`src/wisc_defines.svh`:
```
//##########################################################################
// Widths shared by the decode and execute slice. Data and instruction
// words are the same width; the register file has eight entries.
//##########################################################################

`ifndef WISC_DEFINES_SVH
`define WISC_DEFINES_SVH

// Data, address and instruction word width
`define WISC_W 16

// Register index width, eight registers
`define REG_IDX_W 3

// JAL and JALR write the return address here
`define LINK_REG (`REG_IDX_W'(7))

`endif
```
`src/wiscPkg.sv`:
```
//##########################################################################
// Instruction formats and decoded control types. Enum encodings are relied
// on by the decoder, which builds aluOp from opcode and funct bits.
//##########################################################################

`include "wisc_defines.svh"

package wiscPkg;

    typedef struct packed {
        logic [4:0]            opcode;
        logic [`REG_IDX_W-1:0] rs;
        logic [`REG_IDX_W-1:0] rt;
        logic [`REG_IDX_W-1:0] rd;
        logic [1:0]            funct;
    } rFmt_t;

    typedef struct packed {
        logic [4:0]            opcode;
        logic [`REG_IDX_W-1:0] rs;
        logic [`REG_IDX_W-1:0] rd;
        logic [4:0]            imm5;
    } i1Fmt_t;

    typedef struct packed {
        logic [4:0]            opcode;
        logic [`REG_IDX_W-1:0] rs;
        logic [7:0]            imm8;
    } i2Fmt_t;

    typedef struct packed {
        logic [4:0]  opcode;
        logic [10:0] disp11;
    } jFmt_t;

    // One word, four views; opcode sits in the same bits in all of them
    typedef union packed {
        rFmt_t  rFmt;
        i1Fmt_t i1Fmt;
        i2Fmt_t i2Fmt;
        jFmt_t  jFmt;
    } instrWord_t;

    typedef enum logic [3:0] {
        ADD  = 4'd0,  SUB  = 4'd1,  XOR  = 4'd2,  ANDN  = 4'd3,
        ROL  = 4'd4,  SLL  = 4'd5,  ROR  = 4'd6,  SRL   = 4'd7,
        SEQ  = 4'd8,  SLT  = 4'd9,  SLE  = 4'd10, SCO   = 4'd11,
        BTR  = 4'd12, PASSB = 4'd13, SLBI = 4'd14
    } aluOp_t;

    typedef enum logic {B_REG, B_IMM} bSrc_t;

    typedef enum logic [2:0] {
        SEQUENTIAL, BEQZ, BNEZ, BLTZ, BGEZ, JUMPREL, JUMPREG
    } brKind_t;

    typedef enum logic [1:0] {WB_ALU, WB_MEM, WB_PC2} wbSrc_t;

endpackage

```
`src/aluExec.sv`:
```
//##########################################################################
// ALU, address and next-PC logic with one register stage on every output.
// Control flags drop low on cycles without instrValid; data outputs hold.
// For loads writeData carries the address and wbSrc selects load data.
//##########################################################################

`include "wisc_defines.svh"

module aluExec (
    input  logic                  clk,
    input  logic                  rst,
    input  logic                  instrValid,
    input  wiscPkg::aluOp_t       aluOp,
    input  wiscPkg::bSrc_t        bSrc,
    input  wiscPkg::brKind_t      brKind,
    input  wiscPkg::wbSrc_t       ctlWbSrc,   // Decoded, not yet registered
    input  logic                  ctlRegWrite,
    input  logic [`REG_IDX_W-1:0] ctlWriteReg,
    input  logic                  ctlMemRead,
    input  logic                  ctlMemWrite,
    input  logic                  ctlHalt,
    input  logic                  ctlOpErr,
    input  logic [`WISC_W-1:0]    imm,
    input  logic [`WISC_W-1:0]    rsData,
    input  logic [`WISC_W-1:0]    rtData,
    input  logic [`WISC_W-1:0]    pc,
    output logic                  outValid,
    output logic                  regWrite,
    output logic [`REG_IDX_W-1:0] writeReg,
    output logic [`WISC_W-1:0]    writeData,
    output wiscPkg::wbSrc_t       wbSrc,
    output logic                  memRead,
    output logic                  memWrite,
    output logic [`WISC_W-1:0]    memAddr,
    output logic [`WISC_W-1:0]    storeData,
    output logic [`WISC_W-1:0]    nextPc,
    output logic                  halt,
    output logic                  opErr
);
    import wiscPkg::*;

    localparam int W = `WISC_W;

    logic [W-1:0]   opB;
    logic [W:0]     sum;                      // Carry in top bit for SCO
    logic [3:0]     shAmt;
    logic [2*W-1:0] rotL;
    logic [2*W-1:0] rotR;
    logic [W-1:0]   btrRev;
    logic [W-1:0]   aluResult;
    logic [W-1:0]   rsPlusImm;
    logic [W-1:0]   pcInc;
    logic           taken;
    logic [W-1:0]   nextPcComb;
    logic [W-1:0]   writeDataComb;

    assign opB       = (bSrc == B_IMM) ? imm : rtData;
    assign sum       = {1'b0, rsData} + {1'b0, opB};
    assign shAmt     = opB[3:0];
    assign rotL      = {rsData, rsData} << shAmt;
    assign rotR      = {rsData, rsData} >> shAmt;
    assign rsPlusImm = rsData + imm;          // Memory address and JR target
    assign pcInc     = pc + W'(2);

    always_comb begin
        for (int i = 0; i < W; i++) begin
            btrRev[i] = rsData[W-1-i];
        end
    end

    always_comb begin
        case (aluOp)
            ADD:     aluResult = sum[W-1:0];
            SUB:     aluResult = opB - rsData;  // B minus A
            XOR:     aluResult = rsData ^ opB;
            ANDN:    aluResult = rsData & ~opB;
            ROL:     aluResult = rotL[2*W-1:W];
            SLL:     aluResult = rsData << shAmt;
            ROR:     aluResult = rotR[W-1:0];
            SRL:     aluResult = rsData >> shAmt;
            SEQ:     aluResult = W'(rsData == opB);
            SLT:     aluResult = W'($signed(rsData) < $signed(opB));
            SLE:     aluResult = W'($signed(rsData) <= $signed(opB));
            SCO:     aluResult = W'(sum[W]);
            BTR:     aluResult = btrRev;
            SLBI:    aluResult = (rsData << 8) | opB;
            default: aluResult = opB;           // PASSB, LBI
        endcase
    end

    always_comb begin
        case (brKind)
            BEQZ:    taken = (rsData == '0);
            BNEZ:    taken = (rsData != '0);
            BLTZ:    taken = rsData[W-1];
            BGEZ:    taken = ~rsData[W-1];
            JUMPREL: taken = 1'b1;
            default: taken = 1'b0;
        endcase
    end

    assign nextPcComb    = (brKind == JUMPREG) ? rsPlusImm :
                           taken               ? pcInc + imm : pcInc;
    assign writeDataComb = (ctlWbSrc == WB_PC2) ? pcInc : aluResult;

    always_ff @(posedge clk) begin
        if (rst) begin
            outValid  <= 1'b0;
            regWrite  <= 1'b0;
            memRead   <= 1'b0;
            memWrite  <= 1'b0;
            halt      <= 1'b0;
            opErr     <= 1'b0;
            writeReg  <= '0;
            writeData <= '0;
            wbSrc     <= WB_ALU;
            memAddr   <= '0;
            storeData <= '0;
            nextPc    <= '0;
        end else begin
            outValid <= instrValid;
            regWrite <= instrValid & ctlRegWrite;
            memRead  <= instrValid & ctlMemRead;
            memWrite <= instrValid & ctlMemWrite;
            halt     <= instrValid & ctlHalt;
            opErr    <= instrValid & ctlOpErr;
            if (instrValid) begin
                writeReg  <= ctlWriteReg;
                writeData <= writeDataComb;
                wbSrc     <= ctlWbSrc;
                memAddr   <= rsPlusImm;
                storeData <= rtData;
                nextPc    <= nextPcComb;
            end
        end
    end

endmodule

```
`src/control.sv`:
```
//##########################################################################
// Opcode decoder, purely combinational. Covers the full 32-entry opcode
// table; siic and RTI behave as NOP. The immediate is chosen in immGen,
// so nothing here depends on its width or extension.
//##########################################################################

`include "wisc_defines.svh"

module control (
    input  wiscPkg::instrWord_t   instr,
    output wiscPkg::aluOp_t       aluOp,
    output wiscPkg::bSrc_t        bSrc,
    output wiscPkg::brKind_t      brKind,
    output wiscPkg::wbSrc_t       wbSrc,
    output logic                  regWrite,
    output logic [`REG_IDX_W-1:0] writeReg,
    output logic                  memRead,
    output logic                  memWrite,
    output logic                  halt,
    output logic                  opErr
);
    import wiscPkg::*;

    logic [4:0] opcode;
    logic [1:0] funct;

    assign opcode = instr.rFmt.opcode;
    assign funct  = instr.rFmt.funct;

    always_comb begin
        aluOp    = PASSB;
        bSrc     = B_REG;
        brKind   = SEQUENTIAL;
        wbSrc    = WB_ALU;
        regWrite = 1'b0;
        writeReg = instr.rFmt.rd; // R format destination
        memRead  = 1'b0;
        memWrite = 1'b0;
        halt     = 1'b0;
        opErr    = 1'b0;

        casez (opcode)
            5'b00000: halt = 1'b1;
            5'b00001, 5'b0001?: begin
                // NOP, siic, RTI
            end

            5'b00100: brKind = JUMPREL; // J
            5'b00101: brKind = JUMPREG; // JR
            5'b00110: begin             // JAL
                brKind   = JUMPREL;
                regWrite = 1'b1;
                writeReg = `LINK_REG;
                wbSrc    = WB_PC2;
            end
            5'b00111: begin             // JALR
                brKind   = JUMPREG;
                regWrite = 1'b1;
                writeReg = `LINK_REG;
                wbSrc    = WB_PC2;
            end

            5'b010??, 5'b101??: begin   // ADDI..ANDNI, ROLI..SRLI
                aluOp    = aluOp_t'({1'b0, opcode[4], opcode[1:0]});
                bSrc     = B_IMM;
                regWrite = 1'b1;
                writeReg = instr.i1Fmt.rd;
            end

            5'b011??: begin             // Zero-test branches
                case (opcode[1:0])
                    2'b00:   brKind = BEQZ;
                    2'b01:   brKind = BNEZ;
                    2'b10:   brKind = BLTZ;
                    default: brKind = BGEZ;
                endcase
            end

            5'b10000: begin             // ST
                aluOp    = ADD;
                bSrc     = B_IMM;
                memWrite = 1'b1;
            end
            5'b10001: begin             // LD
                aluOp    = ADD;
                bSrc     = B_IMM;
                memRead  = 1'b1;
                regWrite = 1'b1;
                writeReg = instr.i1Fmt.rd;
                wbSrc    = WB_MEM;      // Outside picks load data
            end
            5'b10010: begin             // SLBI
                aluOp    = SLBI;
                bSrc     = B_IMM;
                regWrite = 1'b1;
                writeReg = instr.i2Fmt.rs;
            end
            5'b10011: begin             // STU, address goes back to Rs
                aluOp    = ADD;
                bSrc     = B_IMM;
                memWrite = 1'b1;
                regWrite = 1'b1;
                writeReg = instr.i2Fmt.rs;
            end

            5'b11000: begin             // LBI
                aluOp    = PASSB;
                bSrc     = B_IMM;
                regWrite = 1'b1;
                writeReg = instr.i2Fmt.rs;
            end
            5'b11001: begin             // BTR
                aluOp    = BTR;
                regWrite = 1'b1;
            end

            // 11011 is ADD/SUB/XOR/ANDN, 11010 is ROL/SLL/ROR/SRL
            5'b1101?: begin
                aluOp    = aluOp_t'({1'b0, ~opcode[0], funct});
                regWrite = 1'b1;
            end

            5'b111??: begin             // SEQ, SLT, SLE, SCO
                aluOp    = aluOp_t'({2'b10, opcode[1:0]});
                regWrite = 1'b1;
            end

            default: opErr = 1'b1;      // No writes for bad opcode
        endcase
    end

endmodule

```
`src/immGen.sv`:
```
//##########################################################################
// Immediate extraction. Field and extension come from the opcode only;
// opcodes without an immediate give zero.
//##########################################################################

`include "wisc_defines.svh"

module immGen (
    input  wiscPkg::instrWord_t instr,
    output logic [`WISC_W-1:0]  imm
);
    localparam int W = `WISC_W;

    logic [4:0] opcode;

    assign opcode = instr.jFmt.opcode;

    always_comb begin
        casez (opcode)
            // XORI, ANDNI and the immediate shifts
            5'b0101?, 5'b101??:
                imm = {{(W-5){1'b0}}, instr.i1Fmt.imm5};
            // ADDI, SUBI, ST, LD, STU
            5'b0100?, 5'b1000?, 5'b10011:
                imm = {{(W-5){instr.i1Fmt.imm5[4]}}, instr.i1Fmt.imm5};
            // Branches, LBI, JR, JALR
            5'b011??, 5'b11000, 5'b00101, 5'b00111:
                imm = {{(W-8){instr.i2Fmt.imm8[7]}}, instr.i2Fmt.imm8};
            5'b10010:                   // SLBI
                imm = {{(W-8){1'b0}}, instr.i2Fmt.imm8};
            5'b00100, 5'b00110:         // J, JAL
                imm = {{(W-11){instr.jFmt.disp11[10]}}, instr.jFmt.disp11};
            default:
                imm = '0;
        endcase
    end

endmodule

```
`src/wiscExec.sv`:
```
//##########################################################################
// Decode and execute slice top. One-cycle latency, no back-pressure.
// Register file, memory and fetch are outside; rsData and rtData must be
// the registers named by instr bits 10:8 and 7:5.
//##########################################################################

`include "wisc_defines.svh"

module wiscExec (
    input  logic                  clk,
    input  logic                  rst,
    input  logic                  instrValid,
    input  logic [`WISC_W-1:0]    instr,
    input  logic [`WISC_W-1:0]    rsData,
    input  logic [`WISC_W-1:0]    rtData,
    input  logic [`WISC_W-1:0]    pc,
    output logic                  outValid,
    output logic                  regWrite,
    output logic [`REG_IDX_W-1:0] writeReg,
    output logic [`WISC_W-1:0]    writeData,
    output wiscPkg::wbSrc_t       wbSrc,
    output logic                  memRead,
    output logic                  memWrite,
    output logic [`WISC_W-1:0]    memAddr,
    output logic [`WISC_W-1:0]    storeData,
    output logic [`WISC_W-1:0]    nextPc,
    output logic                  halt,
    output logic                  opErr
);
    import wiscPkg::*;

    aluOp_t                aluOp;
    bSrc_t                 bSrc;
    brKind_t               brKind;
    wbSrc_t                ctlWbSrc;
    logic                  ctlRegWrite;
    logic [`REG_IDX_W-1:0] ctlWriteReg;
    logic                  ctlMemRead;
    logic                  ctlMemWrite;
    logic                  ctlHalt;
    logic                  ctlOpErr;
    logic [`WISC_W-1:0]    imm;

    control control_i (
        .instr    (instr),
        .aluOp    (aluOp),
        .bSrc     (bSrc),
        .brKind   (brKind),
        .wbSrc    (ctlWbSrc),
        .regWrite (ctlRegWrite),
        .writeReg (ctlWriteReg),
        .memRead  (ctlMemRead),
        .memWrite (ctlMemWrite),
        .halt     (ctlHalt),
        .opErr    (ctlOpErr)
    );

    immGen immGen_i (
        .instr (instr),
        .imm   (imm)
    );

    aluExec aluExec_i (
        .clk         (clk),
        .rst         (rst),
        .instrValid  (instrValid),
        .aluOp       (aluOp),
        .bSrc        (bSrc),
        .brKind      (brKind),
        .ctlWbSrc    (ctlWbSrc),
        .ctlRegWrite (ctlRegWrite),
        .ctlWriteReg (ctlWriteReg),
        .ctlMemRead  (ctlMemRead),
        .ctlMemWrite (ctlMemWrite),
        .ctlHalt     (ctlHalt),
        .ctlOpErr    (ctlOpErr),
        .imm         (imm),
        .rsData      (rsData),
        .rtData      (rtData),
        .pc          (pc),
        .outValid    (outValid),
        .regWrite    (regWrite),
        .writeReg    (writeReg),
        .writeData   (writeData),
        .wbSrc       (wbSrc),
        .memRead     (memRead),
        .memWrite    (memWrite),
        .memAddr     (memAddr),
        .storeData   (storeData),
        .nextPc      (nextPc),
        .halt        (halt),
        .opErr       (opErr)
    );

endmodule

```
`config.mk`:
```
export PLATFORM = sky130hd
export DESIGN_NAME = wiscExec
export DESIGN_NICKNAME = d
export VERILOG_FILES = /design/src/wiscPkg.sv /design/src/aluExec.sv /design/src/control.sv /design/src/immGen.sv /design/src/wiscExec.sv
export VERILOG_INCLUDE_DIRS = /design/src
export SDC_FILE = /design/constraint.sdc
export NUM_CORES = 1
export LEC_CHECK = 0
export ABC_CLOCK_PERIOD_IN_PS = 8500
export BUFFER_PORTS_ARGS = -buffer_cell sky130_fd_sc_hd__buf_4
export CORE_MARGIN = 2
export CORE_UTILIZATION = 40
export CTS_CLUSTER_DIAMETER = 60
export DETAILED_ROUTE_END_ITERATION = 10
export GPL_ROUTABILITY_DRIVEN = 1
export PLACE_DENSITY = 0.63
export RECOVER_POWER = 100
export SYNTH_ARGS = -nofsm -noshare
export SYNTH_HDL_FRONTEND = slang
export SYNTH_SLANG_ARGS = --single-unit
```
`constraint.sdc`:
```
create_clock -name clk -period 8.5 [get_ports clk]
set_clock_uncertainty 0.05 [all_clocks]
set_input_delay 0.425 -clock clk [delete_from_list [all_inputs] [get_ports clk]]
set_output_delay 0.425 -clock clk [all_outputs]
set_load 0.005 [all_outputs]
```
==> results.md <==
* Row cnt at 58
* Clock latency on the worst-skew pair at 350 ps
* DR vias at 11680
* Die Ht at 164.2 um
* Router iterations before antenna repair at 5
* Slew Limit Fails at 62
* Hold Path Depth at 3
* Hold Path Class: in2reg
* Share of cells above drive strength 1 at 12.76%
* Max frequency at 141.6 MHz
* Yosys warnings at 0
* Synthesized cell area at 10270 um2
* Largest cells by area after synthesis: dfxtp_1, ha_1, mux2i_1
* Reg clk slew, reported paths at 70 ps
* Initial antenna violation count at 0
* Syn avg cell area at 7.367 um2
* R2r setup slk at 7450 ps
* Hold-fix buffers, CTS at 0
* Starting Density at 40.78%
* Final nets at 1604
* CP max FO at 47
* Worst-Margin Slew at 3662 ps
* Worst Setup End Kind: register
* Gr usage total at 32.07%
* PostCTS Resize Cnt at 0
* Post-DP HPWL at 33120 um
* Vias in the first global route at 10740
* Post-DRT Antenna Nets at 0
* Synth Net Count at 1545
* Post-CTS Setup Bufs at 0
* Root buffer cell: clkbuf_16
* Crit path kind: in2reg
* WL final at 44230 um
* Required time worst endpoint at 8540 ps
* Ys async rst share at 0%
* Number of flops mapped to enable cells by yosys at 0
* Sink Count at 74
* Reg-to-Reg End: aluExec_i.writeData[1]
* Largest net degree at the start of global routing at 62
* Final worst-path cycle share at 83.08%
* Gate count of the mapped netlist at 1394
* Count of different cell masters after synthesis at 91
* Leak at 4.937 nW
* Diodes inserted at 0
* Final Hold Vio Count at 0
* Power Dens Cells at 148.6 nW/um2
* R2R depth at 4
* Cts bufs inserted at 9
* Drt via density at 6.530
* Overall power at 0.001710 W
* Post-layout min period at 7062 ps
* CTS tree: built
* DRC Markers at 0
* Run status: complete, but fails checks
* Sequential area share after synthesis at 14.42%
* Setup TNS at 0 ps
* # IOs at 142
* Synth top area share at 14.42%
* Critical path endpoint: aluExec_i.writeData[12]
* Die Span X at 164.2 um
* H-Tree Depth at 3
* Final setup viols at 0
* Worst EP arrival at 7100 ps
* IO Port Bufs at 140
* Maximum clock insertion buffer count at 2
* GRT overflow at 0
* Layout Area Growth over Synthesis at 12.07%
* DRT iter0 DRCs at 1344
* Relative max-transition margin at -144.1%
* Synth Register Bits at 74
* Failing checks: max-capacitance violations, max-slew violations
* Synth Flop Type: dfxtp_1
* RSZ-0062 raised after global routing: no
* Die ar. at 26970 um2
* Critical Path Source: instr[11]
* Yosys top cell by area: dfxtp_1
* CP startpoint kind: input pin
* Core area at 25180 um2
* Worst flop-to-flop path startpoint: aluExec_i.writeData[1]
* Max-cap violations at 1
* Placer Congestion at 1.006
* Maximum VDD drop at 93.58 uV
* Wire length per cell at 24.74 um
* First-pass GRT wire length at 65760 um
==> synth_stat cells, drive strengths merged (4+ instances only) <==
| cell type | instances |
|---|---|
| a2111oi | 7 |
| a211o | 6 |
| a211oi | 40 |
| a21o | 23 |
| a21oi | 96 |
| a221o | 4 |
| a221oi | 31 |
| a22o | 8 |
| a22oi | 12 |
| a311oi | 16 |
| a31o | 5 |
| a31oi | 19 |
| and2 | 8 |
| and3 | 13 |
| buf | 47 |
| clkbuf | 59 |
| dfxtp | 74 |
| ha | 83 |
| inv | 58 |
| mux2 | 5 |
| mux2i | 104 |
| nand2 | 122 |
| nand2b | 19 |
| nand3 | 35 |
| nand4 | 9 |
| nor2 | 144 |
| nor2b | 14 |
| nor3 | 29 |
| nor4 | 10 |
| o2111ai | 10 |
| o211a | 4 |
| o211ai | 19 |
| o21a | 20 |
| o21ai | 85 |
| o21bai | 13 |
| o221ai | 13 |
| o22ai | 9 |
| o2bb2ai | 4 |
| o31ai | 6 |
| or2 | 5 |
| or3 | 5 |
| or4 | 5 |
| xnor2 | 43 |
| xor2 | 19 |
==> routing by layer <==
layer | vias to the layer above | GRT usage (%) | share of wire, %
met5 | - | 0 | 0
met4 | 0 | 12.72 | 4.3
met3 | 152 | 6.313 | 10
met2 | 702 | 48.48 | 42
met1 | 5520 | 44.51 | 43
li1 | 5301 | - | -
==> cells by family (layout without fill, tap and decap cells) <==
family	count (synthesis)	in the layout	share of synthesized area, %
compound gates	470	470	32.18
xor+xnor	62	62	5.288
fa+ha+maj	85	85	10.40
buf+inv	166	230	7.481
flops	74	74	14.42
mux	109	109	10.72
other cells	1	1	0.03651
simple gates	427	427	19.47
==> metrics by stage <==
stage | util [%] | instance area [um2] | setup WS (ps) | std cells | hold slack, ps
after floorplan | - | 10270 | 3717 | 1394 | 398.7
after global placement | 45.03 | 11340 | 2257 | 1772 | 404.6
after detailed placement | 45.03 | 11340 | 2154 | 1772 | 412.8
after CTS | 46.20 | 11630 | 2506 | 1788 | 266.6
after global routing | 45.71 | 11510 | 947.3 | 1788 | 273.9
final | 45.71 | 11510 | 1438 | 1788 | 270.1
==> worst max-delay path, cell delays in order <==
cell	delay, ps
clkbuf_1	260
inv_1	110
ha_1	320
nor2_1	370
o22ai_1	240
a211oi_2	770
a22o_4	620
inv_1	750
ha_1	620
nor2b_1	170
o31ai_1	270
a21oi_1	150
o221ai_1	260
a21oi_1	150
xor2_1	160
a2111oi_0	730
o2111ai_1	210
a22oi_1	220
a311o_1	150
a211oi_2	70
==> cells in the final DEF (no fill, tap or decap), drive strengths merged, types with 43 or more instances in the layout <==
cell / n
a21oi: 96
buf: 76
clkbuf: 88
dfxtp: 74
ha: 83
inv: 59
mux2i: 104
nand2: 122
nor2: 144
o21ai: 85
xnor2: 43
==> state kept, by name, indices dropped and copies added, names as in the netlist <==
| signal | flops |
|---|---|
| aluExec_i.outValid | 1 |
| aluExec_i.memAddr | 16 |
| aluExec_i.regWrite | 1 |
| aluExec_i.writeReg | 3 |
| aluExec_i.storeData | 16 |
| aluExec_i.halt | 1 |
| aluExec_i.memWrite | 1 |
| aluExec_i.memRead | 1 |
| aluExec_i.wbSrc | 2 |
| aluExec_i.nextPc | 16 |
| aluExec_i.writeData | 16 |
==> power by group <==
part           leakage, nW  internal [W]  switching [W]
clock                0.143      0.000229       0.000176
sequential           0.611      0.000377      0.0000177
combinational         4.18      0.000336       0.000576
total                 4.94      0.000941       0.000769
==> layout make-up <==
class                   count  area [um2]
repair buffers            154        1055
clock buffers              10       229.0
clock inverters             6       65.06
well taps                 330       412.9
inverters                  60       230.2
fillers                  2585       13670
multi-input cells        1154        8036
flip-flops and latches     74        1481
==> how the worst min path moves through the flow <==
stage	from	to
2_1_floorplan	aluExec_i.memAddr[13]	aluExec_i.memAddr[13]
3_3_place_gp	aluExec_i.memAddr[13]	aluExec_i.memAddr[13]
3_5_place_dp	aluExec_i.memAddr[13]	aluExec_i.memAddr[13]
4_1_cts	rtData[10]	aluExec_i.storeData[10]
5_1_grt	rtData[10]	aluExec_i.storeData[10]
6_report	rtData[13]	aluExec_i.storeData[13]
Note: power is estimated with default switching activity, not from simulation.
